--- src/rtl/backendPkg.sv ---
package backendPkg;

    localparam int archRegs = 32;
    localparam int physRegs = 48;
    localparam int robSize = 16;
    localparam int freeSize = physRegs - archRegs;

    typedef logic [$clog2(physRegs)-1:0] PhysIdx;
    typedef logic [$clog2(robSize)-1:0] RobIdx;
    typedef logic [$clog2(archRegs)-1:0] ArchIdx;
    typedef logic [$clog2(robSize):0] RobCount;
    typedef logic [$clog2(freeSize)-1:0] FreePtr;
    typedef logic [$clog2(freeSize):0] FreeCount;

    // major opcodes of the supported RV32I subset.
    typedef enum logic [6:0] {
        opReg = 7'b0110011,
        opImm = 7'b0010011,
        opLui = 7'b0110111
    } Opcode;

    typedef enum logic [2:0] {
        aluAdd,
        aluSub,
        aluAnd,
        aluOr,
        aluXor,
        aluSlt,
        aluPass
    } AluOp;

    typedef struct packed {
        logic valid;
        AluOp aluOp;
        ArchIdx rd;
        ArchIdx rs1;
        ArchIdx rs2;
        logic useImm;
        logic [31:0] imm;
        logic writes;
    } DecodedOp;

    typedef struct packed {
        logic valid;
        AluOp aluOp;
        logic useImm;
        logic [31:0] imm;
        logic writes;
        PhysIdx prd;
        PhysIdx prs1;
        PhysIdx prs2;
        RobIdx robIdx;
    } RenamedOp;

    typedef struct packed {
        logic valid;
        AluOp aluOp;
        logic [31:0] a;
        logic [31:0] b;
        PhysIdx prd;
        logic writes;
        RobIdx robIdx;
    } ExecOp;

    typedef struct packed {
        logic valid;
        PhysIdx prd;
        logic writes;
        RobIdx robIdx;
        logic [31:0] data;
    } WriteBack;

    typedef struct packed {
        logic valid;
        ArchIdx archRd;
        logic writes;
        PhysIdx prd;
        PhysIdx oldPrd;
    } RobAlloc;

    typedef struct packed {
        logic valid;
        ArchIdx archRd;
        logic writes;
        logic [31:0] data;
    } CommitBus;

endpackage

--- src/rtl/execute.sv ---
`timescale 1ns/100ps

module execute import backendPkg::*; (
    input logic clk,
    input logic reset,
    input ExecOp execOp,
    output WriteBack wb
);
    logic [31:0] result;

    always_comb begin
        case (execOp.aluOp)
            aluAdd: result = execOp.a + execOp.b;
            aluSub: result = execOp.a - execOp.b;
            aluAnd: result = execOp.a & execOp.b;
            aluOr: result = execOp.a | execOp.b;
            aluXor: result = execOp.a ^ execOp.b;
            aluSlt: result = {31'b0, $signed(execOp.a) < $signed(execOp.b)};
            // lui carries its value in operand b.
            default: result = execOp.b;
        endcase
    end

    always_ff @(posedge clk) begin
        wb.prd <= execOp.prd;
        wb.writes <= execOp.writes;
        wb.robIdx <= execOp.robIdx;
        wb.data <= result;
        if (reset) begin
            wb.valid <= 1'b0;
        end else begin
            wb.valid <= execOp.valid;
        end
    end

endmodule

--- config.mk ---
export PLATFORM = sky130hd
export DESIGN_NAME = execute
export DESIGN_NICKNAME = d
export VERILOG_FILES = /design/src/rtl/backendPkg.sv /design/src/rtl/execute.sv
export SDC_FILE = /design/constraint.sdc
export NUM_CORES = 1
export LEC_CHECK = 0
export BUFFER_PORTS_ARGS = -buffer_cell sky130_fd_sc_hd__buf_4
export CORE_MARGIN = 3
export CORE_UTILIZATION = 35
export DETAILED_ROUTE_END_ITERATION = 6
export PLACE_DENSITY = 0.52
export SLEW_MARGIN = 20
export SYNTH_ARGS = -nofsm -noshare
export SYNTH_HDL_FRONTEND = slang
export SYNTH_SLANG_ARGS = --single-unit
export TNS_END_PERCENT = 50
--- constraint.sdc ---
create_clock -name clk -period 4.05 [get_ports clk]
set_clock_uncertainty 0.1 [all_clocks]
set_input_delay 0.6075 -clock clk [delete_from_list [all_inputs] [get_ports clk]]
set_output_delay 0.6075 -clock clk [all_outputs]
set_load 0.005 [all_outputs]
# == Yosys cells after proc, flatten, opt, wreduce, memory -nomap -nowiden ==
# Index checks and enable logic that the tools add are counted.
# totals
regBits,44
rom_bits,0
in_bits,81
n_memories,0
mem_bits_rw,0
latchBits,0
# classes
eq_ne,5
multipliers,0
bitwise_logic,3
mux,1
reduce_logical,1
magnitude_cmp,1
add_sub_neg,2
div,0
shifts,0
# op_table
op,n
$pmux 32 s6,1
$add 32x32->32,1
$and 32x32->32,1
$lt 32x32->1,1
$or 32x32->32,1
$sub 32x32->32,1
$xor 32x32->32,1
$eq 3x2->1 const B,2
$eq 3x3->1 const B,2
$eq 3x1->1 const B,1
$logic_not 3->1,1

# == Longest topological paths before layout ==
# depth
depth_word,2
ltp_mapped,12

# == Worst setup path before layout ==
# OpenSTA, ideal clock, no wires.
# synth_path
kind,in2reg
startpoint,input port execOp[11] in the netlist's numbering
endpoint,register wb[22] in the netlist's numbering
t_arrival_ns,3.168
path_buffers,0
t_required_ns,3.816
setup_time_ns,0.134
cell_stages,11
setup_slack_ns,0.648
cell_sequence,ha_1 > fa_1 > a21oi_1 > o21bai_1 > a21o_1 > a211o_1 > a211o_1 > a21oi_1 > mux2i_1 > xnor2_1 > mux4_2
# synth_via
elab_chain_cells,2
word_cells_on_any_way,3
classes_between,2 x add/sub; 1 x mux
# synth_rtl
item,line,text
from (decl),execute.sv:6,"input ExecOp execOp,"
$sub 32x32->32 or $add 32x32->32 (tied branches),"execute.sv:14, execute.sv:13",
$pmux 32 s6 *,execute.sv:12,case (execOp.aluOp)
net result[22],execute.sv:9,logic [31:0] result;
to (decl),execute.sv:7,output WriteBack wb
# Mark *: on every way through the listed nets, which the timed path passes. The rest lies on a longest branch.
# A chain may end at the register's enable or synchronous reset.

# == Worst setup path after layout ==
# layout_path
startpoint,input port execOp[43] in the netlist's numbering
endpoint,register wb[0] in the netlist's numbering
# layout_via
elab_chain_cells,2
word_cells_on_any_way,7
classes_between,2 x add/sub; 1 x order compare; 1 x mux; 3 x bitwise
# layout_rtl
item,line,text
"$sub 32x32->32, or another cell as far along",execute.sv:14,aluSub: result = execOp.a - execOp.b;
$pmux 32 s6 *,execute.sv:12,
net result[0],execute.sv:9,
# Marks and branches as above.

==> key figures <==
Final layout
  • Ratio of cells with drive above 1 in the final layout: 0.186
  • Largest register by flop count: wb
  • Max FFs per register: 44
  • Final Util: 0.429
  • Final #Nets: 1184
  • Biggest regs: wb (44)
  • Filler cells: around 1900
  • Storage element area: 881 um^2
  • Syn-to-layout area delta: 19.5%
  • Fin area: just under 8000 um^2
  • N_diodes: 0
  • Multi-input logic area: between 4000 and 5000 um^2

CTS
  • Total setup buffers inserted after CTS: 0
  • # hold bufs at CTS: 0
  • Clock sinks: 44
  • Num CTS Buffers: 5
  • H-Tree Depth: 2
  • Root Driver: clkbuf_16
  • # resized after CTS: 0
  • CTS Buffer Depth: 2
  • Register clock-pin slew on the reported worst setup and hold paths: 0.07 ns
  • CTS tree: built

Outcome
  • Status: finished, final reports clean

Logic synthesis
  • Yosys cell types: 81
  • Synth warnings: 0
  • Avg Cell Area, Syn: slightly above 7 um^2
  • Seq cells post-synth: 44
  • Post-synth EDFFs: 0
  • Synth Net Count: 1083
  • Seq/Total Area, Yosys: 0.136
  • Synth Instances: roughly 900
  • Synth Flop Type: dfxtp_1
  • Synth top area share: 0.195
  • Dominant cell by count in the synthesized netlist: a21oi_1
  • Async set-reset flop share out of synthesis: 0
  • Synth area leaders: ha_1, dfxtp_1, a21oi_1, inv_1, nor2_1
  • Commonest cells in the netlist: a21oi_1, ha_1, inv_1
  • Netlist Area Pre-Place: 6500 um^2
  • Area leader, netlist: ha_1

Critical path
  • Slowest stage delay, CP: roughly 0.46 ns
  • Crit path max-delay cell type: a211oi_2
  • Setup crit start kind: input pin
  • Crit path DAT: ~3.6 ns
  • WP data required: 4.18 ns
  • Setup CP Type: input pin to flop
  • Crit path cell chain: buf_4 -> inv_1 -> ha_1 -> fa_1 -> o21bai_1 -> a21oi_1 -> o311a_1 -> o21ba_2 -> o311ai_1 -> buf_4 -> a211oi_2 -> o21ai_1 -> a2111o_1 -> a31oi_1
  • Kind of capture point of the worst setup path: flop
  • Most common cell on crit path: buf_4
  • CP Max Fanout: 4

Placed design
  • Dpl ws: ~0.26 ns
  • Hpwl dp: 17.0 mm
  • DP Area: 7580 um^2
  • GPL Wtd Cong: 0.921
  • Number of port buffers: 124

Global routing
  • Overall Global Routing Usage: 0.213
  • Largest net degree at the start of global routing: 61
  • Total gr overflow: 0
  • Vias in the first global route: 6467
  • Initial antenna violation count: 0
  • First-pass GRT wire length: about 35 mm

Die
  • Initial core utilization: 0.359
  • Horiz. Die Dim: 142 um
  • # IOs: 125
  • # rows: 49
  • Height of the die: 142 um
  • Core Box Area: ~18000 um^2
  • Die area: around 20000 um^2

Route
  • DRT Wirelength: roughly 22 mm
  • DR vias: 6844
  • Drt first-iter violations: just over 600
  • Avg WL per Cell: roughly 18 um
  • Via/cell ratio: around 5.6
  • Post-route DRC: 0
  • Detailed-router iteration count before antenna repair: 5
  • Post-detailed-route count of antenna-violating nets: 0

STA
  • Final hold viol count: 0
  • Max_slew headroom: 0.507
  • # setup viols final: 0
  • Crit path time final: roughly 3.5 ns
  • Worst hold slack: 0.300 ns
  • Worst Tran Pin Value: 0.720 ns
  • Tcrit/Tclk final: 0.865
  • Max-slew violations: 0
  • Fin Setup TNS: 0 ns
  • PnR worst setup slack: approximately 0.54 ns
  • Max Freq: 0.285 GHz
  • RSZ-0062 raised after global routing: no

Power
  • Worst VDD drop: 160 uV
  • Lkg Pwr: 3.73 nW
  • Cell Pwr Density: 257 nW/um^2

Worst hold path
  • Min-Delay Path Class: input pin to flop

Job
  • Max Cap Viol: 0
## final cells by class
| cell class | count | area share |
|---|---|---|
| clock buffer | 7 | 0.0197 |
| inverter | 103 | 0.0498 |
| tap | 229 | 0.0369 |
| timing repair buffer | 149 | 0.144 |
| sequential | 44 | 0.113 |
| clock inverter | 1 | 0.00387 |
| multi-input combinational | 697 | 0.632 |
## cell families (layout without fill, tap and decap cells)
group           after synthesis  in the layout  share of synthesized area
compound gates              337            337                      0.346
xor+xnor                     24             24                     0.0324
fa+ha+maj                   103            103                      0.201
buf+inv                     158            260                      0.109
flops                        44             44                      0.136
mux                          11             11                     0.0231
simple gates                222            222                      0.153
## through the flow
stage,std cells,power [mW]
finish,1230,2.00
CTS,1230,2.02
detailed placement,1222,1.46
global route,1230,2.13
floorplan,899,1.13
global placement,1222,1.47
## worst max-delay path, delay by kind of cell
| kind | cells | cell delay (ns) |
|---|---|---|
| buffers and inverters | 3 | 0.35 |
| AOI/OAI and AO/OA | 9 | 2.23 |
| adders and majority gates | 2 | 0.43 |
## layout by cell type (no fill, tap or decap), types with 19 or more instances in the layout
master	instances
buf_4	149
a21oi_1	118
nor2_1	89
xnor2_1	24
dfxtp_1	44
nand2_1	58
ha_1	101
o21ai_0	39
a21o_1	23
inv_1	95
a211oi_1	19
## layer usage
layer / wire (um) / vias to the layer above / GRT usage
met3: 1490 / 34 / 0.0323
met4: 538 / 0 / 0.0652
met5: 0 / - / 0
met2: 10000 / 252 / 0.346
li1: - / 3406 / -
met1: 10200 / 3152 / 0.292
## where the power goes
group          internal (mW)  switching, mW  total [mW]
clock                  0.326          0.208       0.534
sequential             0.485         0.0179       0.503
combinational          0.415          0.546       0.960
total                   1.23          0.771        2.00
## worst paths after layout
kind	startpoint	to	cells past startpoint
worst min-delay path	execOp[2]	wb[34]	1
worst max-delay path	execOp[43]	wb[0]	14
No activity file was read; power rests on OpenSTA's default activity.
