`config.mk`:
```
export PLATFORM = sky130hd
export DESIGN_NAME = decode
export DESIGN_NICKNAME = d
export VERILOG_FILES = /design/src/rtl/backendPkg.sv /design/src/rtl/decode.sv
export SDC_FILE = /design/constraint.sdc
export NUM_CORES = 1
export LEC_CHECK = 0
export BUFFER_PORTS_ARGS = -buffer_cell sky130_fd_sc_hd__buf_2
export CAP_MARGIN = 20
export CORE_ASPECT_RATIO = 2
export CORE_UTILIZATION = 40
export CTS_CLUSTER_DIAMETER = 80
export DETAILED_ROUTE_END_ITERATION = 6
export PLACE_DENSITY = 0.68
export SLEW_MARGIN = 20
export SYNTH_ARGS = -nofsm -noshare
export SYNTH_HDL_FRONTEND = slang
export SYNTH_SLANG_ARGS = --single-unit
```
`constraint.sdc`:
```
create_clock -name clk -period 5.7 [get_ports clk]
set_input_delay 0.57 -clock clk [delete_from_list [all_inputs] [get_ports clk]]
set_output_delay 0.57 -clock clk [all_outputs]
set_load 0.03 [all_outputs]
```
`src/rtl/backendPkg.sv`:
```
package backendPkg;

    localparam int archRegs = 32;
    localparam int physRegs = 48;
    localparam int robSize = 16;
    localparam int freeSize = physRegs - archRegs;

    typedef logic [$clog2(physRegs)-1:0] PhysIdx;
    typedef logic [$clog2(robSize)-1:0] RobIdx;
    typedef logic [$clog2(archRegs)-1:0] ArchIdx;
    typedef logic [$clog2(robSize):0] RobCount;
    typedef logic [$clog2(freeSize)-1:0] FreePtr;
    typedef logic [$clog2(freeSize):0] FreeCount;

    // major opcodes of the supported RV32I subset.
    typedef enum logic [6:0] {
        opReg = 7'b0110011,
        opImm = 7'b0010011,
        opLui = 7'b0110111
    } Opcode;

    typedef enum logic [2:0] {
        aluAdd,
        aluSub,
        aluAnd,
        aluOr,
        aluXor,
        aluSlt,
        aluPass
    } AluOp;

    typedef struct packed {
        logic valid;
        AluOp aluOp;
        ArchIdx rd;
        ArchIdx rs1;
        ArchIdx rs2;
        logic useImm;
        logic [31:0] imm;
        logic writes;
    } DecodedOp;

    typedef struct packed {
        logic valid;
        AluOp aluOp;
        logic useImm;
        logic [31:0] imm;
        logic writes;
        PhysIdx prd;
        PhysIdx prs1;
        PhysIdx prs2;
        RobIdx robIdx;
    } RenamedOp;

    typedef struct packed {
        logic valid;
        AluOp aluOp;
        logic [31:0] a;
        logic [31:0] b;
        PhysIdx prd;
        logic writes;
        RobIdx robIdx;
    } ExecOp;

    typedef struct packed {
        logic valid;
        PhysIdx prd;
        logic writes;
        RobIdx robIdx;
        logic [31:0] data;
    } WriteBack;

    typedef struct packed {
        logic valid;
        ArchIdx archRd;
        logic writes;
        PhysIdx prd;
        PhysIdx oldPrd;
    } RobAlloc;

    typedef struct packed {
        logic valid;
        ArchIdx archRd;
        logic writes;
        logic [31:0] data;
    } CommitBus;

endpackage

```
`src/rtl/decode.sv`:
```
`timescale 1ns/100ps

module decode import backendPkg::*; (
    input logic clk,
    input logic reset,
    input logic fetchValid,
    input logic [31:0] fetchInst,
    input logic renameStall,
    output DecodedOp decoded,
    output logic fetchStall
);
    DecodedOp nextOp;
    logic supported;

    // an empty decode register takes the word even while rename stalls.
    assign fetchStall = renameStall && decoded.valid;

    always_comb begin
        nextOp = '0;
        nextOp.valid = fetchValid;
        nextOp.aluOp = aluAdd;
        nextOp.rd = fetchInst[11:7];
        nextOp.rs1 = fetchInst[19:15];
        nextOp.rs2 = fetchInst[24:20];
        nextOp.imm = {{20{fetchInst[31]}}, fetchInst[31:20]};
        supported = 1'b1;
        case (fetchInst[6:0])
            opReg: begin
                case ({fetchInst[31:25], fetchInst[14:12]})
                    10'b0000000_000: nextOp.aluOp = aluAdd;
                    10'b0100000_000: nextOp.aluOp = aluSub;
                    10'b0000000_111: nextOp.aluOp = aluAnd;
                    10'b0000000_110: nextOp.aluOp = aluOr;
                    10'b0000000_100: nextOp.aluOp = aluXor;
                    10'b0000000_010: nextOp.aluOp = aluSlt;
                    default: supported = 1'b0;
                endcase
            end
            opImm: begin
                nextOp.useImm = 1'b1;
                nextOp.rs2 = '0;
                case (fetchInst[14:12])
                    3'b000: nextOp.aluOp = aluAdd;
                    3'b111: nextOp.aluOp = aluAnd;
                    3'b110: nextOp.aluOp = aluOr;
                    3'b100: nextOp.aluOp = aluXor;
                    default: supported = 1'b0;
                endcase
            end
            opLui: begin
                nextOp.aluOp = aluPass;
                nextOp.useImm = 1'b1;
                nextOp.rs1 = '0;
                nextOp.rs2 = '0;
                nextOp.imm = {fetchInst[31:12], 12'b0};
            end
            default: supported = 1'b0;
        endcase
        // unsupported words still flow to commit without sources or a target.
        if (!supported) begin
            nextOp.rd = '0;
            nextOp.rs1 = '0;
            nextOp.rs2 = '0;
            nextOp.useImm = 1'b0;
        end
        nextOp.writes = supported && (nextOp.rd != '0);
    end

    always_ff @(posedge clk) begin
        if (!fetchStall) begin
            decoded <= nextOp;
        end
        if (reset) begin
            decoded.valid <= 1'b0;
        end
    end

endmodule

```
Word level (Yosys, flattened, before mapping)
Cells that the tools add are included.

Flip-flop bits (word level): 53. Output and inout port bits: 54. Logic and storage cells: 41.

Equality and inequality tests: 11. Muxes and demuxes: 10. Bitwise logic cells: 1. Reductions and logical operators: 10.

Operator list (count): 2-to-1 mux 31 bit (1); == test 10 x 3 -> 1 bit, second input constant (3); one-hot mux 3 bit (3 select lines) (2); 2-to-1 mux 16 bit (1); one-hot mux 3 bit (5 select lines) (1); == test 7 x 6 -> 1 bit, second input constant (2); == test 10 x 2 -> 1 bit, second input constant (1); == test 10 x 9 -> 1 bit, second input constant (1); logical NOT 10 bit (1); == test 3 bit, second input constant (3); == test 7 x 5 -> 1 bit, second input constant (1); 2-to-1 mux 6 bit (1); OR reduction 6 bit (1); 2-to-1 mux 5 bit (1); nonzero test 5 bit (1); OR reduction 2 bit (2); OR reduction 4 bit (1); logical NOT 3 bit (1); one-hot mux 1 bit (3 select lines) (1); OR reduction 3 bit (1); logical AND 1 bit (2); 2-to-1 mux 1 bit (2); NOT 1 bit (1).

Logic depth before layout (Yosys ltp)
Depth in word-level cells: 7. Depth in mapped cells: 6. Gate-level depth less buffers: 4.

Worst setup path after synthesis
No wires, ideal clock.

Kind: input port to output port. Start: input port renameStall. End: output port fetchStall. Arrival time: 2168 ps. Data required time: 5130 ps. Setup slack: 2962 ps. Cell stages on the path: 2. Path buffers: 0. Cell sequence: nand2_1 > inv_1.

Cells in the longest elaborated chain, start to end: 1.

RTL lines: start, declared (RTL line decode.sv:8) `input logic renameStall,`; logical AND 1 bit (RTL line decode.sv:16) `assign fetchStall = renameStall && decoded.valid;`; end, declared (RTL line decode.sv:10) `output logic fetchStall`.

Every way passes these cells.

==> impl_metrics.ini <==
[run_status]
run_status = complete, no violations

[timing]
rsz0062_at_grt = no
timing.fmax_mhz = 452.5
timing.setup.tns_ns = 0
fin_ws_ns = 3.490
maxSlewViolCount = 0
relSlewSlack = 0.5104
fin_worst_skew_ns = 0.008850
layout_min_cycle_time_ns = 2.210
setup_viol = 0
finalHoldViolations = 0
tightest_slew_ns = 0.7320
min_period_over_period = 0.3877

[global_routing]
grt_max_degree = 54
track_usage = 0.1697
grt_pass1_wl_um = 6858
antenna_found_initial = 0
grt_overflow_total = 0
grt_pass1_vias = 1450

[layout]
reg_top3 = decoded: 53 flops
regMostFlops = decoded
final_common_cell = buf_2
num_antenna_cells = 0
largest_register_ffs = 53
layout.nets = 286
synthToLayoutAreaGrowth_pct = 25.84
final_cell_mix = 89 x buf_2, 52 x edfxtp_1, 19 x a21o_1
drive_gt1_frac = 0.4104

[floorplanning]
ios = 90
core_area_um2 = 5420
die_h_um = 107.6
die_area_um2 = 5901
num_rows = 38
die_w_um = 54.82
floorplan.initialDensity = 0.4118

[run]
cap_violations = 0

[clock_network]
cts.sinks = 53
cts_setup_buffers = 0
cts_root_buf = clkbuf_8
cts.clk_slew.worst_paths_ns = 0.08
insertion_delay_ns = 0.31
numCtsBuffers = 5
ctsHoldBuffers = 0
cts_resized = 0
cts_max_path_buffers = 2
htree_num_levels = 2
cts_tree = built

[critical_path]
path_delay_family = simple AND/OR/NAND/NOR gates
cp.arrival_ns = 2.28
worstPathCellList = buf_2, or3b_1, or3_1, and2_4, a21o_1
crit_fanout = 20
r2r_slack_ns = 4.42
crit_type = in2reg
worstSetupStartpointType = primary input
slowest_delay_ns = 0.64
cpMaxStageDelayCell = or3_1
critical_path_buf_inv_count = 1
cp.required_ns = 5.77
setup.worst_path.end_class = flop

[yosys]
synth_area_um2 = 2232
synth-seq-area-share = 0.7085
yosys.area.top_type_share = 0.6996
ys.warnings.count = 0
synth_area_leaders = edfxtp_1 70%, a21o_1 6.4%, and2_1 3.4%, a21oi_1 3.1%, nand2_1 2.4%
yosys.cell_types.count = 30
synth_nets = 198
netlist_instances = 162
syn_avg_cell_area_um2 = 13.78
yosys.area.top_type = edfxtp_1
synth_seq_cells = 53

[drt]
wl_met2_um = 2673
antenna_left = 0
vias = 1613
viasPerCell = 5.186
met3_length_um = 226
drt_iter0_markers = 58
wl_per_cell_um = 14.77
first_pass_iters = 4
wl_met1_um = 1557
wl_um = 4592
routed.top_layer = met4
drc = 0

[power]
power.leakage_nw = 1.335
p_per_area_nw_per_um2 = 278.6
ir_worst_vdd_mv = 0.1805

[min_path]
hold_path_class = in2reg

[place]
post-dp-hpwl_um = 3379
place_congestion = 0.7528
portBuffers = 89
pre_cts_ws_ns = 3.165
==> cell families after synthesis <==
group	after synthesis	share of synthesized area
simple gates	54	0.1300
mux	1	0.005044
flops	53	0.7085
buf+inv	12	0.02971
xor+xnor	1	0.003924
compound gates	41	0.1228
==> per-stage QoR <==
step	hold slack [ns]	area, um2	power, W	std cells	utilization
final	0.4120	2809	0.0007826	311	0.5182
after floorplan	0.6424	2232	0.0005447	162	-
after global placement	0.7269	2716	0.0005865	303	0.5012
after detailed placement	0.7324	2723	0.0005890	303	0.5023
after global routing	0.3976	2809	0.0008119	311	0.5182
after CTS	0.4031	2809	0.0007882	311	0.5182
==> routing by layer <==
| layer | track usage | vias to the layer above |
|---|---|---|
| li1 | - | 774 |
| met1 | 0.1774 | 768 |
| met2 | 0.2943 | 60 |
| met3 | 0.03531 | 11 |
| met4 | 0.09158 | 0 |
| met5 | 0 | - |
==> synth_stat cells (all sizes together) <==
library cell and n:
a21boi 5, a21o 19, a21oi 14, a2bb2oi 1
a31oi 1, and2 13, and3b 1, buf 5
clkbuf 5, dfxtp 1, edfxtp 52, inv 2
mux2 1, nand2 14, nand2b 2, nand3 2
nand4 2, nor2 8, nor3 3, nor3b 1
nor4 1, nor4b 1, o41ai 1, or3 3
or3b 1, or4 2, xor2 1
==> worst reg2reg max path: cells and delay by family, from the launching register on <==
family / cells / cell delay (ns)
buffers and inverters: 1 / 0.52
AND/OR/NAND/NOR: 1 / 0.05
flip-flops: 1 / 0.33
==> report_power, final <==
part           switching (W)  internal (W)  leakage [nW]
Sequential        0.00000706      0.000453         0.572
Clock               0.000119     0.0000849        0.0439
Combinational      0.0000830     0.0000360         0.719
Total               0.000209      0.000574          1.34
==> final cells by class <==
class | instances | area [um2]
fill | 517 | 2611
sequential | 53 | 1582
multi-input combinational | 97 | 598.1
timing repair buffer | 91 | 460.4
tap | 60 | 75.07
clock buffer | 5 | 68.82
clock inverter | 3 | 17.52
inverter | 2 | 7.507
==> path summary, 6_finish.rpt <==
check          startpoint          end  depth (start not counted)
min                 reset  decoded[52]                          2
max reg2reg   decoded[52]  decoded[12]                          2
max          fetchInst[3]  decoded[19]                          5
min reg2reg   decoded[52]  decoded[48]                          2
Power figures use the tool's default switching activity.
