**src/rtl/backendPkg.sv**
```systemverilog
package backendPkg;

    localparam int archRegs = 32;
    localparam int physRegs = 48;
    localparam int robSize = 16;
    localparam int freeSize = physRegs - archRegs;

    typedef logic [$clog2(physRegs)-1:0] PhysIdx;
    typedef logic [$clog2(robSize)-1:0] RobIdx;
    typedef logic [$clog2(archRegs)-1:0] ArchIdx;
    typedef logic [$clog2(robSize):0] RobCount;
    typedef logic [$clog2(freeSize)-1:0] FreePtr;
    typedef logic [$clog2(freeSize):0] FreeCount;

    // major opcodes of the supported RV32I subset.
    typedef enum logic [6:0] {
        opReg = 7'b0110011,
        opImm = 7'b0010011,
        opLui = 7'b0110111
    } Opcode;

    typedef enum logic [2:0] {
        aluAdd,
        aluSub,
        aluAnd,
        aluOr,
        aluXor,
        aluSlt,
        aluPass
    } AluOp;

    typedef struct packed {
        logic valid;
        AluOp aluOp;
        ArchIdx rd;
        ArchIdx rs1;
        ArchIdx rs2;
        logic useImm;
        logic [31:0] imm;
        logic writes;
    } DecodedOp;

    typedef struct packed {
        logic valid;
        AluOp aluOp;
        logic useImm;
        logic [31:0] imm;
        logic writes;
        PhysIdx prd;
        PhysIdx prs1;
        PhysIdx prs2;
        RobIdx robIdx;
    } RenamedOp;

    typedef struct packed {
        logic valid;
        AluOp aluOp;
        logic [31:0] a;
        logic [31:0] b;
        PhysIdx prd;
        logic writes;
        RobIdx robIdx;
    } ExecOp;

    typedef struct packed {
        logic valid;
        PhysIdx prd;
        logic writes;
        RobIdx robIdx;
        logic [31:0] data;
    } WriteBack;

    typedef struct packed {
        logic valid;
        ArchIdx archRd;
        logic writes;
        PhysIdx prd;
        PhysIdx oldPrd;
    } RobAlloc;

    typedef struct packed {
        logic valid;
        ArchIdx archRd;
        logic writes;
        logic [31:0] data;
    } CommitBus;

endpackage

```
**src/rtl/issue.sv**
```systemverilog
`timescale 1ns/100ps

module issue import backendPkg::*; (
    input logic clk,
    input logic reset,
    input RenamedOp renamed,
    input WriteBack wb,
    output PhysIdx rdAddrA,
    output PhysIdx rdAddrB,
    input logic [31:0] rdDataA,
    input logic [31:0] rdDataB,
    output ExecOp execOp,
    output logic issueStall
);
    RenamedOp slot;
    logic [physRegs-1:0] busy;
    logic wakeValid;
    logic readyA;
    logic readyB;
    logic ready;

    assign wakeValid = wb.valid && wb.writes;

    // a wakeup in flight counts as ready, so dependent ops go back to back.
    assign readyA = (slot.prs1 == '0) || !busy[slot.prs1]
        || (wakeValid && (wb.prd == slot.prs1));
    assign readyB = (slot.prs2 == '0) || !busy[slot.prs2]
        || (wakeValid && (wb.prd == slot.prs2));
    assign ready = readyA && readyB;
    assign issueStall = slot.valid && !ready;

    assign rdAddrA = slot.prs1;
    assign rdAddrB = slot.prs2;

    always_comb begin
        execOp.valid = slot.valid && ready;
        execOp.aluOp = slot.aluOp;
        execOp.a = rdDataA;
        execOp.b = slot.useImm ? slot.imm : rdDataB;
        execOp.prd = slot.prd;
        execOp.writes = slot.writes;
        execOp.robIdx = slot.robIdx;
    end

    always_ff @(posedge clk) begin
        if (reset) begin
            busy <= '0;
        end else begin
            if (wakeValid) begin
                busy[wb.prd] <= 1'b0;
            end
            if (renamed.valid && renamed.writes && !issueStall) begin
                busy[renamed.prd] <= 1'b1;
            end
        end
    end

    always_ff @(posedge clk) begin
        if (!issueStall) begin
            slot <= renamed;
        end
        if (reset) begin
            slot.valid <= 1'b0;
        end
    end

endmodule

```
**config.mk**
```make
export PLATFORM = sky130hd
export DESIGN_NAME = issue
export DESIGN_NICKNAME = d
export VERILOG_FILES = /design/src/rtl/backendPkg.sv /design/src/rtl/issue.sv
export SDC_FILE = /design/constraint.sdc
export NUM_CORES = 1
export LEC_CHECK = 0
export ABC_AREA = 0
export BUFFER_PORTS_ARGS = -buffer_cell sky130_fd_sc_hd__buf_2
export CAP_MARGIN = 20
export CORE_MARGIN = 1.5
export CORE_UTILIZATION = 40
export CTS_CLUSTER_SIZE = 30
export DETAILED_ROUTE_END_ITERATION = 10
export HOLD_SLACK_MARGIN = 0.08
export PLACE_DENSITY = 0.69
export SYNTH_ARGS = -nofsm -noshare
export SYNTH_HDL_FRONTEND = slang
export SYNTH_SLANG_ARGS = --single-unit
```
**constraint.sdc**
```tcl
create_clock -name clk -period 8.6 [get_ports clk]
set_input_delay 0.86 -clock clk [delete_from_list [all_inputs] [get_ports clk]]
set_output_delay 0.86 -clock clk [all_outputs]
set_load 0.1 [all_outputs]
```
======== Word level (Yosys, flattened, before mapping) ========
Index checks and enable logic that the tools add are counted.
word-level totals
  bits in registers ....................... 108
  input port bits ......................... 170
  output and inout bits ................... 92
  word-level logic and storage cells ...... 53
operators by class
  magnitude comparators ................... 6
  eq/ne operators ......................... 2
  mux-type cells .......................... 12
  bitwise gates (word level) .............. 3
  reductions and logical operators ........ 20
operator list
  cell                                                               count
  2-to-1 mux 48 bit                                                  3
  bitwise AND 48 bit                                                 1
  inverter 48 bit                                                    1
  bitwise OR 48 bit                                                  1
  2-to-1 mux 32 bit                                                  1
  < comparator 6 x 7 -> 1 bit, second input constant                 4
  binary-select mux 1 bit (select 6 bit)                             2
  demux 1 bit (select 6 bit)                                         2
  equality test 6 bit                                                2
  greater-or-equal comparator 6 x 1 -> 1 bit, second input constant  2
  zero test 6 bit                                                    2
  logical AND 1 bit                                                  10
  zero test 1 bit                                                    4
  logical OR 1 bit                                                   4
  2-to-1 mux 1 bit                                                   4

======== Longest topological paths before layout ========
  depth after elaboration ................. 11
  mapped depth ............................ 11
  gate-level depth less buffers ........... 7

======== Worst setup path before layout ========
No wires, ideal clock.
  kind .................................... input to output
  start ................................... input wb[38] (netlist bit)
  end ..................................... output issueStall
  arrival time ............................ 4.710 ns
  slack ................................... 3.030 ns
  cell stages on the path ................. 9
  buffers on the path ..................... 3
  cell sequence ........................... clkbuf_1 xor2_1 nor4_1 a211o_1 a21oi_1 o41ai_4 inv_2 buf_6 buf_2
between the ends
  longest elaborated chain between the ends .. 6
  elaborated cells between the ends (all ways) .. 9
RTL lines
  what                                    line                      text
  start: declaration                      issue.sv:7                input WriteBack wb,
  equality test 6 bit (on tied branches)  issue.sv:26, issue.sv:28
  logical AND 1 bit (on tied branches)    issue.sv:26, issue.sv:28
  logical OR 1 bit (on tied branches)     issue.sv:26, issue.sv:28
  logical AND 1 bit *                     issue.sv:29               assign ready = readyA && readyB;
  zero test 1 bit *                       issue.sv:30               assign issueStall = slot.valid && !ready;
  logical AND 1 bit *                     issue.sv:30
  end: declaration                        issue.sv:13               output logic issueStall
Mark *: on every way between the ends. The rest lies on a longest branch, timed or not.

======== Worst setup path in the final report ========
  start ................................... register slot, in the netlist rdAddrB[0]
  end ..................................... output issueStall
between the ends
  longest elaborated chain between the ends .. 8
  elaborated cells between the ends (all ways) .. 11
RTL lines
  what                                    line         text
  start: declaration                      issue.sv:15  RenamedOp slot;
  start signal: assignment                issue.sv:60  slot <= renamed;
  binary-select mux 1 bit (select 6 bit)  issue.sv:27  assign readyB = (slot.prs2 == '0) || !busy[slot.prs2]
  2-to-1 mux 1 bit (implied by the code)  issue.sv:27
  zero test 1 bit                         issue.sv:27
  logical OR 1 bit                        issue.sv:27
  logical OR 1 bit *                      issue.sv:28  || (wakeValid && (wb.prd == slot.prs2));
  logical AND 1 bit *                     issue.sv:29
  zero test 1 bit *                       issue.sv:30
  logical AND 1 bit *                     issue.sv:30
Mark *: on every way between the ends. The rest lies on a longest branch, timed or not. The select of a mux whose other input is x is not followed.

==> impl_metrics.tcl <==
set metrics [dict create \
    status "complete, no violations" \
    maxCapViolations 0 \
    yosysTopAreaCell "edfxtp_1" \
    crit_fanout 49 \
    ys.flop_type "edfxtp_1" \
    tightestPinTransition_ns 1.035 \
    fin_nets 799 \
    final-max-slew-violation-count 0 \
    grt_pass1_vias 4741 \
    relSlewSlack_pct 31.01 \
    crit_required_ns 7.74 \
    setup_tns_ns 0 \
    seq_area_frac_synth_pct 44.79 \
    synth_edf_count 59 \
    power_per_cell_area_mw_per_mm2 204.0 \
    dieHeight_um 127.0 \
    placed_area_mm2 0.006548 \
    globalplace.congestion 0.9242 \
    hold_class "register to register" \
    cts_sinks 108 \
    htree_levels 3 \
    cp-end-kind "primary output" \
    final_cell_count_no_fill 822 \
    area_delta_synth_final_pct 11.67 \
    reg2reg_depth 6 \
    leakagePower_nw 2.658 \
    routedWlPerCell_um 19.86 \
    drc 0 \
    critical_path_class "register to primary output" \
    grt_use_total_pct 20.16 \
    core_mm2 0.01509 \
    overflow 0 \
    drt_iter0_drc 435 \
    io_buffers 161 \
    totalWireLength_um 16320 \
    num_io_pins 262 \
    synth-seq-cells 108 \
    synth_common_cells "o21ai_0 (64), buf_4 (60), edfxtp_1 (59), nor2b_1 (53), dfxtp_1 (49)" \
    cp-startpoint "rdAddrB[0]" \
    post-route-period-util_pct 55.73 \
    antenna_found_initial 0 \
    finClkSkew_ns 0.01018 \
    syn_inst 556 \
    rsz0062_at_grt "no" \
    dpl.cell_count 805 \
    crit_path_start_kind "register" \
    clk_path_buf_depth 2 \
    vias 4748 \
    synth.cell_area_mm2 0.006146 \
    grt_pass1_wl_um 24980 \
    synth.distinct_cells 50 \
    synthArstFlopShare_pct 0 \
    critical_path_arrival_ns 3.93 \
    cts_tree "yes" \
    clkTransAtPathRegs_ns 0.08 \
    die_area_mm2 0.01612 \
    ant_nets 0 \
    synth.avg_cell_area_um2 11.05 \
    setup_viol 0 \
    grt_max_degree 61 \
    min_from "busy[17]" \
    dp_hpwl_um 11840 \
    cts-resized-gates 0 \
    synth_nets 726 \
    dr.pass1.iters 6 \
    synth.most_common_cell "o21ai_0" \
    hold_buffers 0 \
    drive_gt1_share_pct 39.27 \
    post-route-min-period_ns 4.793 \
    insertion_delay_ns 0.37 \
    final_core_util_pct 45.48 \
    cts_setup_buffers 0 \
    final_area_mm2 0.006863 \
    hold_violations 0 \
    cts_buffers 9 \
    row_count 45 \
    synth_warnings 0 \
    synth_area_leaders "edfxtp_1 (29%), dfxtp_1 (16%), buf_4 (7.3%)" \
    synth_top_area_share_pct 28.83 \
    max_freq_ghz 0.2087 \
    die_x_um 127.0 \
    vdd_drop_max_v 0.0001021 \
    diodes 0 \
    worstReg2RegStart "rdAddrA[1]" \
    avgViaCountPerCell 5.776 \
    root_buffer "clkbuf_16" \
    start_util_pct 40.73 \
    holdPathStages 3 \
]
registers in the layout, indices dropped and copies added (netlist names):
register	cells
busy	48
execOp	14
rdAddrA	6
rdAddrB	6
slot	34
final timing paths:
check | end | slack (ns)
max | issueStall | 3.81
min | busy[17] | 0.61
max reg2reg | execOp[10] | 5.13
min reg2reg | busy[17] | 0.61
layer usage:
layer	share of wire [%]	up-vias	wire length, um	GRT usage (%)
li1	-	2163	-	-
met2	49	261	8066	33.92
met3	8.0	32	1314	4.302
met1	40	2292	6578	24.64
met4	2.2	0	364	9.759
met5	0	-	0	0
placed cells by master (no fill, tap or decap), types with 10 or more instances in the layout:
| master | count |
|---|---|
| o41ai_1 | 27 |
| edfxtp_1 | 59 |
| nor2_1 | 10 |
| nand2_1 | 17 |
| buf_2 | 161 |
| mux2_2 | 33 |
| dfxtp_1 | 49 |
| nor2b_1 | 53 |
| o21ai_0 | 64 |
| nand3_1 | 23 |
| mux4_2 | 17 |
cells by family after synthesis:
family                 synth area share [%]
AO/OA/AOI/OAI                         13.29
XOR/XNOR                              1.710
buffers and inverters                 10.77
flip-flops                            44.79
multiplexers                          15.02
AND/OR/NAND/NOR                       14.41
per-stage QoR:
stage | hold WS [ns] | worst slack, ns | power, mW
floorplan | 0.5613 | 3.030 | 1.010
global placement | 0.5820 | 4.225 | 0.9902
detailed placement | 0.5984 | 4.170 | 0.9954
CTS | 0.6109 | 3.788 | 1.406
global route | 0.6591 | 3.598 | 1.447
finish | 0.6131 | 3.807 | 1.400
area by class of cell:
cell class / count / area, um2
Tap cell: 188 / 235.2
Clock buffer: 9 / 225.2
Sequential cell: 108 / 2753
Timing Repair Buffer: 163 / 840.8
Inverter: 4 / 15.01
Clock inverter: 7 / 62.56
Fill cell: 1351 / 8227
Multi-Input combinational cell: 343 / 2731
critical path, stage by stage, from the launching register on:
cell      delay (ns)
edfxtp_1        0.82
mux4_2          0.39
o22ai_1         0.08
or4_1           0.50
a211oi_1        0.39
o41ai_4         0.11
inv_2           0.67
buf_2           0.57
report_power, final:
part | total, mW | switching (mW) | leakage (nW) | internal, mW
Clock | 0.414 | 0.210 | 0.145 | 0.205
Combinational | 0.379 | 0.299 | 1.50 | 0.0802
Sequential | 0.607 | 0.0305 | 1.01 | 0.576
Total | 1.40 | 0.539 | 2.66 | 0.861
(Power assumes the default switching activity.)
