### config.mk
export PLATFORM = sky130hd
export DESIGN_NAME = reorderBuffer
export DESIGN_NICKNAME = d
export VERILOG_FILES = /design/src/rtl/backendPkg.sv /design/src/rtl/reorderBuffer.sv
export SDC_FILE = /design/constraint.sdc
export NUM_CORES = 1
export LEC_CHECK = 0
export BUFFER_PORTS_ARGS = -buffer_cell sky130_fd_sc_hd__clkbuf_2
export CORE_ASPECT_RATIO = 0.7
export CORE_MARGIN = 2
export CORE_UTILIZATION = 47
export CTS_CLUSTER_DIAMETER = 100
export DETAILED_ROUTE_END_ITERATION = 12
export GPL_TIMING_DRIVEN = 0
export PLACE_DENSITY = 0.73
export SETUP_SLACK_MARGIN = 0.4
export SLEW_MARGIN = 20
export SYNTH_ARGS = -nofsm -noshare
export SYNTH_HDL_FRONTEND = slang
export SYNTH_SLANG_ARGS = --single-unit
### constraint.sdc
create_clock -name clk -period 6.5 [get_ports clk]
set_input_delay 0.325 -clock clk [delete_from_list [all_inputs] [get_ports clk]]
set_output_delay 0.325 -clock clk [all_outputs]
set_load 0.02 [all_outputs]
### src/rtl/backendPkg.sv
package backendPkg;

    localparam int archRegs = 32;
    localparam int physRegs = 48;
    localparam int robSize = 16;
    localparam int freeSize = physRegs - archRegs;

    typedef logic [$clog2(physRegs)-1:0] PhysIdx;
    typedef logic [$clog2(robSize)-1:0] RobIdx;
    typedef logic [$clog2(archRegs)-1:0] ArchIdx;
    typedef logic [$clog2(robSize):0] RobCount;
    typedef logic [$clog2(freeSize)-1:0] FreePtr;
    typedef logic [$clog2(freeSize):0] FreeCount;

    // major opcodes of the supported RV32I subset.
    typedef enum logic [6:0] {
        opReg = 7'b0110011,
        opImm = 7'b0010011,
        opLui = 7'b0110111
    } Opcode;

    typedef enum logic [2:0] {
        aluAdd,
        aluSub,
        aluAnd,
        aluOr,
        aluXor,
        aluSlt,
        aluPass
    } AluOp;

    typedef struct packed {
        logic valid;
        AluOp aluOp;
        ArchIdx rd;
        ArchIdx rs1;
        ArchIdx rs2;
        logic useImm;
        logic [31:0] imm;
        logic writes;
    } DecodedOp;

    typedef struct packed {
        logic valid;
        AluOp aluOp;
        logic useImm;
        logic [31:0] imm;
        logic writes;
        PhysIdx prd;
        PhysIdx prs1;
        PhysIdx prs2;
        RobIdx robIdx;
    } RenamedOp;

    typedef struct packed {
        logic valid;
        AluOp aluOp;
        logic [31:0] a;
        logic [31:0] b;
        PhysIdx prd;
        logic writes;
        RobIdx robIdx;
    } ExecOp;

    typedef struct packed {
        logic valid;
        PhysIdx prd;
        logic writes;
        RobIdx robIdx;
        logic [31:0] data;
    } WriteBack;

    typedef struct packed {
        logic valid;
        ArchIdx archRd;
        logic writes;
        PhysIdx prd;
        PhysIdx oldPrd;
    } RobAlloc;

    typedef struct packed {
        logic valid;
        ArchIdx archRd;
        logic writes;
        logic [31:0] data;
    } CommitBus;

endpackage

### src/rtl/reorderBuffer.sv
`timescale 1ns/100ps

module reorderBuffer import backendPkg::*; (
    input logic clk,
    input logic reset,
    input RobAlloc alloc,
    input WriteBack wb,
    output RobIdx robIdx,
    output logic robFull,
    output logic retireValid,
    output PhysIdx retireOldPrd,
    output CommitBus commit
);
    typedef struct packed {
        ArchIdx archRd;
        logic writes;
        PhysIdx oldPrd;
    } RobEntry;

    RobEntry entries [robSize];
    logic [31:0] results [robSize];
    logic [robSize-1:0] done;
    RobIdx head;
    RobIdx tail;
    RobCount count;
    logic retire;

    assign robIdx = tail;
    assign robFull = (count == RobCount'(robSize));
    assign retire = (count != '0) && done[head];

    // freed register goes back to rename on the same edge the head retires.
    assign retireValid = retire && entries[head].writes;
    assign retireOldPrd = entries[head].oldPrd;

    always_ff @(posedge clk) begin
        if (alloc.valid) begin
            entries[tail] <= {alloc.archRd, alloc.writes, alloc.oldPrd};
        end
        if (wb.valid) begin
            results[wb.robIdx] <= wb.data;
        end
    end

    always_ff @(posedge clk) begin
        if (reset) begin
            head <= '0;
            tail <= '0;
            count <= '0;
            done <= '0;
        end else begin
            if (alloc.valid) begin
                done[tail] <= 1'b0;
                tail <= tail + 1'b1;
            end
            if (wb.valid) begin
                done[wb.robIdx] <= 1'b1;
            end
            if (retire) begin
                head <= head + 1'b1;
            end
            count <= count + RobCount'(alloc.valid) - RobCount'(retire);
        end
    end

    always_ff @(posedge clk) begin
        commit.archRd <= entries[head].archRd;
        commit.writes <= entries[head].writes;
        commit.data <= results[head];
        if (reset) begin
            commit.valid <= 1'b0;
        end else begin
            commit.valid <= retire;
        end
    end

endmodule

==> After elaboration in Yosys (flattened, before gate mapping) <==
Memory sizes are Yosys's and may differ from the RTL's. A register that Yosys moved wholly into a read port is not among the register bits.
Index checks and enable logic that the tools add are counted.
{ "word_totals": {"inputBits": 65, "word_cells": 42, "out_inout_bits": 51, "latchBits": 0, "regBits": 36, "romBits": 0, "n_memories": 2, "ramBits": 704} }
{ "memory_table": {"columns": ["name", "depth", "word_bits", "rd", "rd_ports_with_merged_regs", "wr", "line", "source"], "rows": [
  ["results", 16, 32, 1, 1, 1, "reorderBuffer.sv:21", "logic [31:0] results [robSize];"],
  ["entries", 16, 12, 1, 1, 1, "reorderBuffer.sv:20", "RobEntry entries [robSize];"]
]} }
{ "classes": {"n_mux": 15, "n_shift": 0, "addsub": 4, "bitwise_logic": 3, "n_eq_ne": 1, "multipliers": 0, "order_cmp": 5, "div_mod_pow": 0, "n_reduce_logical": 5} }
{ "op_table": {"columns": ["cell", "n"], "rows": [
  ["2-to-1 mux 16 bit", 3],
  ["bitwise AND 16 bit", 1],
  ["inverter 16 bit", 1],
  ["bitwise OR 16 bit", 1],
  ["< comparator 4 x 5 -> 1 bit (second input constant)", 3],
  ["adder 4 x 1 -> 4 bit (second input constant)", 2],
  ["demux 1 bit (select 4 bit)", 2],
  ["greater-or-equal comparator 4 x 1 -> 1 bit (second input constant)", 2],
  ["2-to-1 mux 4 bit", 2],
  ["2-to-1 mux 1 bit", 7],
  ["adder 5 x 1 -> 5 bit", 1],
  ["equality test 5 bit (second input constant)", 1],
  ["nonzero test 5 bit", 1],
  ["subtractor 5 x 1 -> 5 bit", 1],
  ["binary-select mux 1 bit (select 4 bit)", 1],
  ["logical AND 1 bit", 4]
]} }

==> Depth between registers and ports, before layout <==
{ "logic_depth": {"ltp_word": 10, "ltp_mapped": 14, "mapped_depth_nobuf": 13} }

==> Least setup slack after synthesis <==
No wires, ideal clock.
{ "synth_path": {"path_kind": "input -> register", "startpoint": "in wb[34] (netlist name)", "endpoint": "mem results[0][0], enable pin", "slack_ps": 2943, "t_arrival_ps": 3094, "t_required_ps": 6036, "setup_time_ps": 464, "stages": 2, "n_path_buf": 0, "cell_sequence": "or3b_2 > nor3_1"} }
{ "synth_rtl": {"columns": ["element", "line", "source"], "rows": [
  ["from (decl)", "reorderBuffer.sv:7", "input WriteBack wb,"],
  ["to (decl)", "reorderBuffer.sv:21", null]
]} }
No word-level cell before the write port.

==> impl_metrics.py <==
metrics = {
    "run_status": {
        "result_of_the_run": "completed",
    },
    "die": {
        "placement_rows": 76,
        "die_area_um2": 63600,
        "die_w_um": 301,
        "floorplan.initialDensity_pct": 47.3,
        "core_region_area_um2": 61200,
        "die_height_um": 212,
        "boundaryPins": 116,
    },
    "synth": {
        "syn_area_per_cell_um2": 23.5,
        "seq_total_area_yosys_pct": 78.0,
        "synth_cell_type_count": 40,
        "synthesis.yosys.warnings": 0,
        "ys_dominant_reg_cell": "edfxtp_1",
        "post_synth_main_area_contributors": "edfxtp_1, mux4_2, dfxtp_1",
        "yosys.area.top_type_share_pct": 73.0,
        "synthAdderAreaFrac_pct": 0.501,
        "asyncSetResetFlopFracSynth_pct": 0,
        "synth_simple_gate_area_share_pct": 1.66,
        "synthXorXnorAreaFrac_pct": 0.182,
        "postSynthRegisterBits": 776,
        "synth_area_um2": 28900,
        "post_synth_inst_count": 1233,
        "main_combinational_cell_family_by_area_after_synthesis": "multiplexers",
        "synth-compound-area-share_pct": 0.692,
        "synth_edf_count": 704,
        "yosys-mux-area-fraction_pct": 17.6,
        "post-synth-top-area-cell": "edfxtp_1",
        "synth_fp_nets": 1309,
    },
    "layout": {
        "final_util_pct": 55.0,
        "nFillCells": 4447,
        "design.final.nets": 1528,
        "most-common-layout-cells": "edfxtp_1, mux4_2, clkbuf_2",
        "areaGrowthSynthToFinish_pct": 16.4,
        "layout-drive-gt1-share_pct": 34.7,
        "layout_commonest_cell": "edfxtp_1",
    },
    "placed_design": {
        "gpl.final_weighted_congestion": 0.774,
        "dpl_worst_slack_ps": 3420,
        "place.port_buffers": 101,
        "dp.final_hpwl_mm": 40.0,
    },
    "sta": {
        "finalSetupViolCount": 0,
        "min_period_ps": 3570,
        "slew_viol_final": 0,
        "setup_skew_after_layout_ps": 27.9,
        "setup_total_negative_slack_ps": 0,
        "max_freq_mhz": 280,
        "hold_violations": 0,
        "final_setup_margin_ps": 2930,
        "fin_crit_sh_pct": 54.9,
        "max-slew-margin-rel_pct": 30.1,
        "minimum_hold_slack_ps": 118,
        "max_slew.worst_pin.slew_ps": 1050,
        "rsz0062_at_grt": "false",
    },
    "grt": {
        "gr-total-overflow": 0,
        "number_of_global_route_vias_before_repair": 14000,
        "grt_pass1_wl_mm": 92.9,
        "antenna_found_initial": 4,
        "grt_use_total_pct": 20.4,
        "grt_start_max_net_pins": 19,
    },
    "clocking": {
        "worst_skew_pair_latency_ps": 610,
        "cts_max_path_buffers": 3,
        "cts.clk_slew.worst_paths_ps": 60,
        "tritoncts.num_buffers": 73,
        "tritoncts": "done",
        "cts_htree_levels": 3,
        "hold_buffers": 0,
        "post_cts_resized": 0,
        "clock_root_buffer": "clkbuf_16",
        "cts_post_setup_buffers_inserted": 0,
        "tritoncts_num_sinks": 776,
    },
    "route": {
        "dr.pass1.iters": 5,
        "dr_total_vias": 13600,
        "routed_wl_mm": 63.1,
        "number_of_design_rule_violations_left_after_detail_routing": 0,
        "postRouteAntennaNets": 0,
        "detail_route.wl_per_cell_um": 27.1,
        "drt_iter0_markers": 1659,
        "viasPerCell": 5.83,
    },
    "worst_setup_path": {
        "worst_setup_ep_type": "primary output",
        "timing.setup.critical_path_class": "reg -> out",
        "crit_required_ps": 6170,
        "timing.critical_path.fanout_max": 10,
        "cp_data_arrival_time_ps": 3240,
        "start_kind": "flop",
    },
    "power": {
        "design_power_total_mw": 10.1,
        "power.switching_fraction_pct": 20.1,
        "max-vdd-ir-drop_mv": 0.227,
        "power_report.internal_total_mw": 8.10,
        "p_comb_share_pct": 3.9,
        "leakage_power_nw": 10.7,
        "power_per_cell_area_nw_per_um2": 301,
        "power.clock.fraction_pct": 41.1,
        "netSwitchingPower_mw": 2.04,
        "power.share.sequential_pct": 55.0,
    },
    "run": {
        "max_cap_violations": 0,
    },
    "hold_path": {
        "min-delay-path-class": "in -> reg",
    },
}
## synth_stat cells (all sizes together) (2+ instances only)
master	count
o21ai	4
xnor2	2
nor2b	11
nor2	46
nand3	5
a21oi	16
buf	30
mux2	2
nand3b	2
o21ba	2
xor2	4
edfxtp	704
clkbuf	28
mux2i	9
dfxtp	72
mux4	221
ha	10
or3	2
and2	3
nor3	4
a311oi	2
nand2	13
inv	19
nand2b	8
## metrics by stage
step / std cells / cell area (um^2)
2_1_floorplan: 1233 / 28900
3_5_place_dp: 2196 / 31400
3_3_place_gp: 2153 / 30500
6_report: 2329 / 33700
4_1_cts: 2327 / 33700
5_1_grt: 2328 / 33700
## layout make-up
class,instances,area (um^2),share of cell area (%)
Sequential cell,776,22600,67.0
Antenna cell,2,5.00,0.0149
Clock buffer,100,2040,6.05
Clock inverter,31,295,0.876
Inverter,19,71.3,0.212
Timing Repair Buffer,144,1270,3.76
Tap cell,819,1020,3.04
Multi-Input combinational cell,380,6100,18.1
Buffer,58,320,0.950
## final timing paths
| kind | start | endpoint | slack, ps | depth (start not counted) |
|---|---|---|---|---|
| worst max-delay path | flop | retireOldPrd[1] | 2930 | 5 |
| worst min-delay path | wb[23] | results[3][23]$_DFFE_PP_ | 120 | 1 |
| worst max register to register | head[2]$_SDFFE_PP0P_ | count[4]$_SDFF_PP0_ | 3330 | 14 |
| worst min register to register | done[4]$_SDFF_PP0_ | done[4]$_SDFF_PP0_ | 490 | 2 |
## logic make-up (layout without fill, tap and decap cells)
logic type	count (synthesis)	in the layout
flip-flops	776	776
multiplexers	232	232
AND/OR/NAND/NOR	100	100
buffers and inverters	77	352
AO/OA/AOI/OAI	31	31
adder cells (fa/ha/maj)	11	11
XOR/XNOR	6	6
other	0	2
## power groups by stage
stage	Sequential [mW]	Combinational (mW)	Clock, mW
3_5_place_dp	5.68	0.396	0
4_1_cts	5.58	0.399	4.23
5_1_grt	5.58	0.427	4.43
3_3_place_gp	5.68	0.355	0
2_1_floorplan	5.69	0.200	0
6_report	5.58	0.397	4.17
## registers in the layout, summed over array words and instances, names as in the netlist, named ones only
name and cells:
results 512, entries 192, commit 39, done 16
count 5, head 4, robIdx 4
## routing by layer
| metal | track usage (%) | part of all wire (%) | vias up | wire length [um] |
|---|---|---|---|---|
| li1 | - | - | 5636 | - |
| met1 | 28.7 | 41 | 7150 | 25700 |
| met2 | 32.2 | 48 | 675 | 30300 |
| met3 | 5.13 | 8.8 | 116 | 5560 |
| met4 | 5.80 | 2.5 | 4 | 1550 |
| met5 | 0 | 0.035 | - | 22 |
## worst max-delay path: stages (launching register included)
cell and delay (ps):
dfxtp_1 310, buf_1 440, clkbuf_1 790, mux4_2 430
mux4_2 460, clkbuf_2 190
No activity file was read; power rests on OpenSTA's default activity.
